File: src/hw/rv_core_config.svh
`ifndef RV_CORE_CONFIG_SVH
`define RV_CORE_CONFIG_SVH

// Core widths, fixed by RV64
`define XLEN 64
`define NUM_REGS 32 // x0..x31

// Memory-mapped peripheral addresses
`define ART_BASE 64'h8000_0000 // Display word, write only
`define KEY_BASE 64'h8000_0010 // Keyboard word, read only

// Only interrupt vector serviced by the hardwired handler
`define KEY_IRQ_VECTOR 4'd1

// Major opcode of LUI
`define OPCODE_LUI 7'b0110111

`endif

File: src/hw/rv_core_pkg.sv
`include "rv_core_config.svh"

package rv_core_pkg;

    // Data path word
    typedef logic [`XLEN-1:0] xword_t;

    // Bus address, full width
    typedef logic [63:0] addr_t;

    // Raw 32-bit instruction
    typedef logic [31:0] instr_t;

    // Program counter, byte address
    typedef logic [31:0] pc_t;

    typedef logic [4:0] reg_idx_t; // Register file index
    typedef logic [3:0] irq_vec_t; // Incoming interrupt vector

    // Interrupt handler sequence
    typedef enum logic [1:0] {
        MOVER_IDLE,  // Waiting for the key vector
        MOVER_READ,  // Read of the key register armed
        MOVER_WRITE  // Write to the art register armed
    } mover_state_t;

endpackage

File: src/hw/rv_bus_if.sv
// Memory-mapped bus between the interrupt handler and the peripherals
interface rv_bus_if
    import rv_core_pkg::*;
();

    addr_t  address;
    xword_t write_data;
    logic   write_enable; // Write lands on the next rising edge
    logic   read_enable;
    xword_t read_data;    // Combinational, same cycle as read_enable

    modport master (
        output address,
        output write_data,
        output write_enable,
        output read_enable,
        input  read_data
    );

    modport slave (
        input  address,
        input  write_data,
        input  write_enable,
        input  read_enable,
        output read_data
    );

endinterface

File: src/hw/instr_fetch.sv
module instr_fetch
    import rv_core_pkg::*;
(
    input  logic   clk,
    input  logic   reset,
    input  instr_t instruction,
    output pc_t    pc,
    output instr_t ir,
    output logic   heartbeat
);

    // Free-running program counter
    always_ff @(posedge clk or negedge reset) begin
        if (!reset) begin
            pc <= '0;
        end else begin
            pc <= pc + 32'd4; // One word per cycle, no branches
        end
    end

    // Instruction register
    // Whatever sits on the instruction bus is taken every edge
    always_ff @(posedge clk or negedge reset) begin
        if (!reset) begin
            ir <= '0;
        end else begin
            ir <= instruction;
        end
    end

    // Liveness toggle
    always_ff @(posedge clk or negedge reset) begin
        if (!reset) begin
            heartbeat <= 1'b0;
        end else begin
            heartbeat <= ~heartbeat; // Half the clock rate
        end
    end

endmodule

File: src/hw/irq_key_mover.sv
`include "rv_core_config.svh"

module irq_key_mover
    import rv_core_pkg::*;
(
    input  logic     clk,
    input  logic     reset,
    input  irq_vec_t interrupt_vector,
    rv_bus_if.master bus,
    output logic     interrupt_done
);

    mover_state_t state;

    // Sequencer and bus strobes
    // Strobes are registered, so each phase shows one cycle after its state
    always_ff @(posedge clk or negedge reset) begin
        if (!reset) begin
            state            <= MOVER_IDLE;
            bus.read_enable  <= 1'b0;
            bus.write_enable <= 1'b0;
            bus.address      <= '0;
            interrupt_done   <= 1'b0;
        end else begin
            bus.read_enable  <= 1'b0; // Single-cycle strobes by default
            bus.write_enable <= 1'b0;
            interrupt_done   <= 1'b0;
            case (state)
                MOVER_IDLE: begin
                    // Other vectors are simply ignored
                    if (interrupt_vector == `KEY_IRQ_VECTOR) begin
                        state <= MOVER_READ;
                    end
                end
                MOVER_READ: begin
                    bus.address     <= `KEY_BASE;
                    bus.read_enable <= 1'b1; // Key word comes back this cycle
                    state           <= MOVER_WRITE;
                end
                MOVER_WRITE: begin
                    bus.address      <= `ART_BASE;
                    bus.write_enable <= 1'b1;
                    interrupt_done   <= 1'b1; // Flagged in the write cycle
                    state            <= MOVER_IDLE;
                end
                default: begin
                    state <= MOVER_IDLE;
                end
            endcase
        end
    end

    // Captured key word
    // Sampled at the end of the read cycle, driven during the write cycle
    always_ff @(posedge clk) begin
        if (state == MOVER_WRITE) begin
            bus.write_data <= bus.read_data;
        end
    end

endmodule

File: src/hw/lui_execute.sv
`include "rv_core_config.svh"

module lui_execute
    import rv_core_pkg::*;
(
    input  logic     clk,
    input  logic     reset,
    input  instr_t   ir,
    input  reg_idx_t reg_index,
    output xword_t   reg_value
);

    // Integer register file
    xword_t regs [0:`NUM_REGS-1];

    logic [6:0] opcode;
    reg_idx_t   rd;
    xword_t     imm_u;
    logic       is_lui;

    // U-type fields
    assign opcode = ir[6:0];
    assign rd     = ir[11:7];

    // Upper 20 bits into [31:12], sign extended from bit 31
    assign imm_u = {{(`XLEN-32){ir[31]}}, ir[31:12], 12'b0};

    assign is_lui = (opcode == `OPCODE_LUI);

    // Write port
    // x0 never written, so it stays at its reset value
    always_ff @(posedge clk or negedge reset) begin
        if (!reset) begin
            for (int i = 0; i < `NUM_REGS; i++) begin
                regs[i] <= '0;
            end
        end else if (is_lui && (rd != '0)) begin
            regs[rd] <= imm_u; // Other opcodes leave the file alone
        end
    end

    // Debug read port, asynchronous
    assign reg_value = (reg_index == '0) ? '0 : regs[reg_index]; // x0 hardwired

endmodule

File: src/hw/mmio_peripherals.sv
`include "rv_core_config.svh"

module mmio_peripherals
    import rv_core_pkg::*;
(
    input  logic    clk,
    input  logic    reset,
    rv_bus_if.slave bus,
    input  xword_t  key_data,
    input  logic    key_load,
    output xword_t  art_data,
    output logic    art_strobe
);

    xword_t key_reg;
    logic   key_hit;
    logic   art_hit;

    // Address decode
    assign key_hit = bus.read_enable && (bus.address == `KEY_BASE);
    assign art_hit = bus.write_enable && (bus.address == `ART_BASE);

    // Keyboard register, loaded from outside
    always_ff @(posedge clk or negedge reset) begin
        if (!reset) begin
            key_reg <= '0;
        end else if (key_load) begin
            key_reg <= key_data;
        end
    end

    // Read mux
    // Unmapped reads return zero
    assign bus.read_data = key_hit ? key_reg : '0;

    // Display register
    always_ff @(posedge clk or negedge reset) begin
        if (!reset) begin
            art_data   <= '0;
            art_strobe <= 1'b0;
        end else begin
            art_strobe <= art_hit; // One cycle after the write
            if (art_hit) begin
                art_data <= bus.write_data; // Other addresses dropped
            end
        end
    end

endmodule

File: src/hw/riscv64_top.sv
module riscv64_top
    import rv_core_pkg::*;
(
    input  logic     clk,
    input  logic     reset,

    // Instruction stream
    input  instr_t   instruction,
    output pc_t      pc,
    output instr_t   ir,
    output logic     heartbeat,

    // Register file debug port
    input  reg_idx_t reg_index,
    output xword_t   reg_value,

    // Interrupt request and completion
    input  irq_vec_t interrupt_vector,
    output logic     interrupt_done,

    // Keyboard side
    input  xword_t   key_data,
    input  logic     key_load,

    // Display side
    output xword_t   art_data,
    output logic     art_strobe
);

    // Internal memory-mapped bus
    rv_bus_if bus0 ();

    // Fetch stage
    instr_fetch fetch0 (
        .clk         (clk),
        .reset       (reset),
        .instruction (instruction),
        .pc          (pc),
        .ir          (ir),
        .heartbeat   (heartbeat)
    );

    // LUI execute and register file
    lui_execute exec0 (
        .clk       (clk),
        .reset     (reset),
        .ir        (ir),
        .reg_index (reg_index),
        .reg_value (reg_value)
    );

    // Hardwired handler for the key vector, bus master
    irq_key_mover mover0 (
        .clk              (clk),
        .reset            (reset),
        .interrupt_vector (interrupt_vector),
        .bus              (bus0.master),
        .interrupt_done   (interrupt_done)
    );

    // Key and art registers, bus slave
    mmio_peripherals periph0 (
        .clk        (clk),
        .reset      (reset),
        .bus        (bus0.slave),
        .key_data   (key_data),
        .key_load   (key_load),
        .art_data   (art_data),
        .art_strobe (art_strobe)
    );

endmodule

File: config.mk
export PLATFORM = sky130hd
export DESIGN_NAME = riscv64_top
export DESIGN_NICKNAME = d
export VERILOG_FILES = /design/src/hw/rv_core_pkg.sv /design/src/hw/rv_bus_if.sv /design/src/hw/instr_fetch.sv /design/src/hw/irq_key_mover.sv /design/src/hw/lui_execute.sv /design/src/hw/mmio_peripherals.sv /design/src/hw/riscv64_top.sv
export VERILOG_INCLUDE_DIRS = /design/src /design/src/hw
export SDC_FILE = /design/constraint.sdc
export NUM_CORES = 1
export LEC_CHECK = 0
export BUFFER_PORTS_ARGS = -buffer_cell sky130_fd_sc_hd__buf_2
export CORE_MARGIN = 10
export CORE_UTILIZATION = 60
export DETAILED_ROUTE_END_ITERATION = 6
export GPL_TIMING_DRIVEN = 0
export PLACE_DENSITY = 0.91
export SLEW_MARGIN = 20
export SYNTH_ARGS = -nofsm -noshare
export SYNTH_HDL_FRONTEND = slang
export SYNTH_SLANG_ARGS = --single-unit
File: constraint.sdc
create_clock -name clk -period 7.5 [get_ports clk]
set_clock_uncertainty 0.2 [all_clocks]
set_input_delay 0.75 -clock clk [delete_from_list [all_inputs] [get_ports clk]]
set_output_delay 0.75 -clock clk [all_outputs]
set_load 0.02 [all_outputs]
# Word level (Yosys, flattened, before mapping)
# Index checks and enable logic that the tools add are counted.
# word_totals
register_bits	2374
in_bits	108
output_inout_bits	195
elab_cells	77
# classes
n_addsub	1
magnitude_cmp	3
n_eq_ne	7
mux	12
bitwise_logic	3
n_reduce_logical	8
# op_table
cell	n
$bwmux 2048	1
$bmux 64 s5	1
$demux 64 s5	1
$mux 64	4
$eq 64x32->1 const B	2
$pmux 64 s2	1
$add 32x3->32 const B	1
$ge 6x6->1 const B	2
$not 5->6	2
$eq 7x6->1 const B	1
$lt 6x1->1 const B	1
$logic_not 5->1	1
$reduce_bool 5->1	1
$eq 4x1->1 const B	1
$logic_and 1x1->1	4
$pmux 2 s2	1
$eq 2x1->1 const B	1
$eq 2x2->1 const B	1
$logic_not 2->1	1
$mux 1	2
$mux 2	1
$ne 2x1->1 const B	1
$reduce_bool 2->1	1
$not 1->1	1

# Logic depth before layout (Yosys ltp)
# logic_depth
word_depth	6
mapped_depth	9
ltp_nobuf	5

# Hierarchy
# Synthesis repeated with hierarchy kept, for this count alone.
# unflattened
cells_unflattened	2636
hier_area_um2	40238.6
# modules_own_cells
module	n_inst	cells_per_inst	area_per_inst_um2	seq_area_each_um2
lui_execute	1	1975	29702.2	16015.4
mmio_peripherals	1	367	5674.2	3228.1
irq_key_mover	1	147	2668.8	2072.0
instr_fetch	1	147	2193.4	1576.5

# Worst setup path before layout
# No wires, ideal clock.
# synth_path
path_type	input to output
startpoint	in reg_index[1]
endpoint	out reg_value[32]
t_arrival_ps	4585
required_ps	6550
path_slack_ps	1965
path_stages	8
path_buffers	4
cell_sequence	buf_6 > buf_6 > nor2b_1 > buf_4 > a221oi_2 > o21ai_1 > a311oi_1 > buf_4
# synth_via
elab_chain_cells	5
elab_cells_between_ends	6
cone_classes	mux: 4; bitwise: 1; reduce/logical: 1
# synth_lines
element	line	rtl
from (decl)	riscv64_top.sv:14	input reg_idx_t reg_index,
$not 5->6 (implied by the code)	lui_execute.sv:43	assign reg_value = (reg_index == '0) ? '0 : regs[reg_index];
$bmux 64 s5	lui_execute.sv:43	
$mux 64 (implied by the code) (2 in a row)	lui_execute.sv:43	
$mux 64 *	lui_execute.sv:43	
to (decl)	riscv64_top.sv:15	output xword_t reg_value,
# Mark *: on every way between the ends. The rest lies on a longest branch, timed or not. The select of a mux whose other input is x is not followed.

# Worst setup path after layout
# layout_path
startpoint	in reg_index[0]
endpoint	out reg_value[20]
# The elaborated chain is that of the path after synthesis.

==> summary.md <==
The run finished with clean final reports. The critical path is of the input port to output pin type. The number of synthesized register bits is 902.

The overall die width was 276 um; the final setup violation count was 0. The logs give 27.5k for the number of global-route vias before repair and 0.288 mV for the peak supply drop. Placeable core area: 64600 um2. The fraction of layout instances using a drive strength above 1 came out at 0.504. Based on the critical path, the design can be clocked at up to 206 MHz. The area of the die is 75900 um2.

For the worst-skew pair, the clock arrives at the later sink with an insertion delay of 0.67 ns. The area share of the largest cell type after synthesis was 0.535; the worst hold slack after final layout was 0.116 ns. The H-tree was split into 3 levels.

After synthesis the cells add up to 39200 um2. Across all layers, the routed design uses 24.5k vias. The clock period could shrink to 4.85 ns.

Entering global routing, the biggest net connects 108 pins. Sorting the synthesized cells by how often they occur yields 838 x sky130_fd_sc_hd__dfrtp_1, 768 x sky130_fd_sc_hd__mux2_2, 125 x sky130_fd_sc_hd__mux4_2. The power density over the cells came out at 256 nW/um2. Summed over all layers, the global routing overflow is 0. The overall die height is 276 um. The worst setup path is launched from an input port. The clock input transition at the sequential cells of the worst setup and hold paths is 0.06 ns, and the mean cell area of the mapped netlist is 15.6 um2. For flop-to-flop paths, the worst setup slack is 4.28 ns. The share of the clock period used by the worst path came out at 0.647.

The fill cell instance count of the final layout was 3903; the count of yosys warnings during synthesis was 0. STA classifies the critical path endpoint as an output pin. The tools report the final number of hold-violating endpoints as 0. The starting DRC count in detailed routing came out at 2153. After detailed routing, the average wire length per cell comes to 27.8 um. The logs give 0 for the number of antenna-violating nets in the routed design and 0 for the count of max-cap constraint violations.

The logs give 91 for the TritonCTS buffer count and 0.970 for the final weighted congestion of routability-driven global placement. For the boundary pin count, the log shows 303. Yosys attributes the largest share of cell area to sky130_fd_sc_hd__dfrtp_1 54%, sky130_fd_sc_hd__mux2_2 22%, sky130_fd_sc_hd__mux4_2 7.2%.

TritonCTS built the clock tree. The run gives 0.284 as the global-route total usage across every layer. The relative max-transition margin is 0.256. In the routed layout, each cell is associated on average with a via count of 6.34.

For the number of max-slew violations in the final report, the log shows 0. The first global-routing pass estimated 163000 um of wire. The tools report the data required time at the worst endpoint as 6.55 ns. The run gives 22.1 nW as the leakage power. The class of the worst hold path was input port to flip-flop. Clock tree synthesis selected as its root buffer the cell sky130_fd_sc_hd__clkbuf_16. The number of flip-flops in the largest register was 640.

Setup repair after global routing left no endpoint under its margin. In the synthesized netlist, the number of instances is 2504. The instance area after placement was 42000 um2; the initial cell density of the core was 0.607. The tools report the cell area after layout as 45400 um2. Most numerous cell in the Yosys netlist: sky130_fd_sc_hd__dfrtp_1.

More flip-flops sit in one register than any other, and that register is exec0.regs. For this design, the sink count on the clock tree is 902. Area growth from synthesis to layout: 15.9%.

The total wirelength of the detailed-routed design is 107000 um. The number of antenna violations at the first check in global routing is 3, and the number of enable flip-flop cells after synthesis is 64. The final antenna diode count was 0. After synthesis, the netlist uses 51 different library cells. The transition time at the pin with the least slew margin is 1.10 ns, and the proportion of synthesized flip-flops having asynchronous set or reset is 0.929.

Buffers added to address setup during post-CTS repair amount to 0. The longest clock path from root to sink contains 3 buffers. For the worst setup path, the data arrival time is 3.90 ns. The number of detailed-routing iterations run before antenna repair is 5, and the number of DRC violations after detailed routing is 0. In this run the tool buffered the top-level ports with 283 buffer cells.

In this run the worst path has a maximum fanout of 10. The most used flip-flop cell after synthesis is sky130_fd_sc_hd__dfrtp_1. sky130_fd_sc_hd__dfrtp_1 takes more of the synthesized area than any other cell.

For the post-synthesis sequential area ratio, the log shows 0.584. Once detailed placement completed, the half-perimeter wirelength came to 72100 um. The number of nets in the layout is 3050, and the number of core rows is 93.
==> power by group <==
part           internal (mW)  switching (mW)  total (mW)
sequential              5.30           0.181        5.48
clock                   2.67            1.96        4.63
combinational          0.553           0.936        1.49
==> worst max-delay path, cell delays in order <==
cell                        delay (ns)
sky130_fd_sc_hd__buf_6            0.15
sky130_fd_sc_hd__inv_1            0.20
sky130_fd_sc_hd__buf_4            0.32
sky130_fd_sc_hd__clkbuf_1         0.78
sky130_fd_sc_hd__o2111ai_1        0.38
sky130_fd_sc_hd__a311oi_1         0.98
sky130_fd_sc_hd__buf_2            0.32
==> logic make-up after synthesis <==
| kind of cell | share of synthesized area |
|---|---|
| xor+xnor | 0.00626 |
| mux | 0.313 |
| buf+inv | 0.0394 |
| other cells | 0.0000957 |
| fa+ha+maj | 0.00160 |
| simple gates | 0.0319 |
| compound gates | 0.0235 |
| flops | 0.584 |
==> stage by stage <==
stage	setup slack, ns	utilization	power, mW	TNS (ns)	std cells
2_1_floorplan	1.96	-	6.36	0	2517
5_1_grt	2.72	0.703	12.0	0	3859
3_3_place_gp	-10.81	0.646	6.90	-8983.69	3655
4_1_cts	2.96	0.703	11.6	0	3859
6_report	2.65	0.703	11.6	0	3859
3_5_place_dp	2.99	0.651	7.01	0	3666
==> final cells by class <==
type	count	area, um2	share of cell area
buffer	274	1510	0.0331
timing repair buffer	327	2040	0.0448
clock inverter	28	363	0.00799
tap	855	1070	0.0236
sequential	902	22900	0.504
clock buffer	132	2680	0.0591
inverter	10	37.5	0.000827
multi-input combinational	1331	14800	0.327
==> final timing paths <==
kind	cells past startpoint	endpoint	startpoint
hold / removal	2	periph0.key_reg[4]	key_data[4]
max in group asynchronous	6	fetch0.pc[22]	reset
setup / recovery	7	reg_value[20]	reg_index[0]
hold reg to reg	1	fetch0.heartbeat	fetch0.heartbeat
setup reg to reg	5	exec0.regs[143]	fetch0.ir[8]
min in group asynchronous	2	exec0.regs[1693]	reset
==> metal layers <==
metal | vias to the layer above | track usage | part of all wire
li1 | 9936 | - | -
met3 | 374 | 0.0826 | 0.095
met1 | 12900 | 0.339 | 0.36
met2 | 1277 | 0.464 | 0.49
met4 | 2 | 0.153 | 0.055
met5 | - | 0 | 0.00010
==> cell usage in the layout (no fill, tap or decap), drive strengths merged, types with 5 or more instances in the layout <==
cell type,instances
dfrtp,838
mux2,768
buf,457
clkbuf,242
mux4,140
and2,69
edfxtp,64
nand2,41
mux2i,41
o21ai,35
dlygate4sd3,33
nor2,27
nor2b,22
a22oi,20
a211oi,20
a311oi,20
nand3,17
clkinv,15
inv,15
xnor2,14
xor2,14
conb,14
a221oi,13
nor3,9
nand4,7
o2111ai,7
bufinv,5
nand4b,5
ha,5
==> what timing repair did <==
item / in CTS / in global routing
resized for setup: 0 / 0
hold endpoints to repair: 124 / 0
hold buffers: 33 / 0
Power figures use the tool's default switching activity.
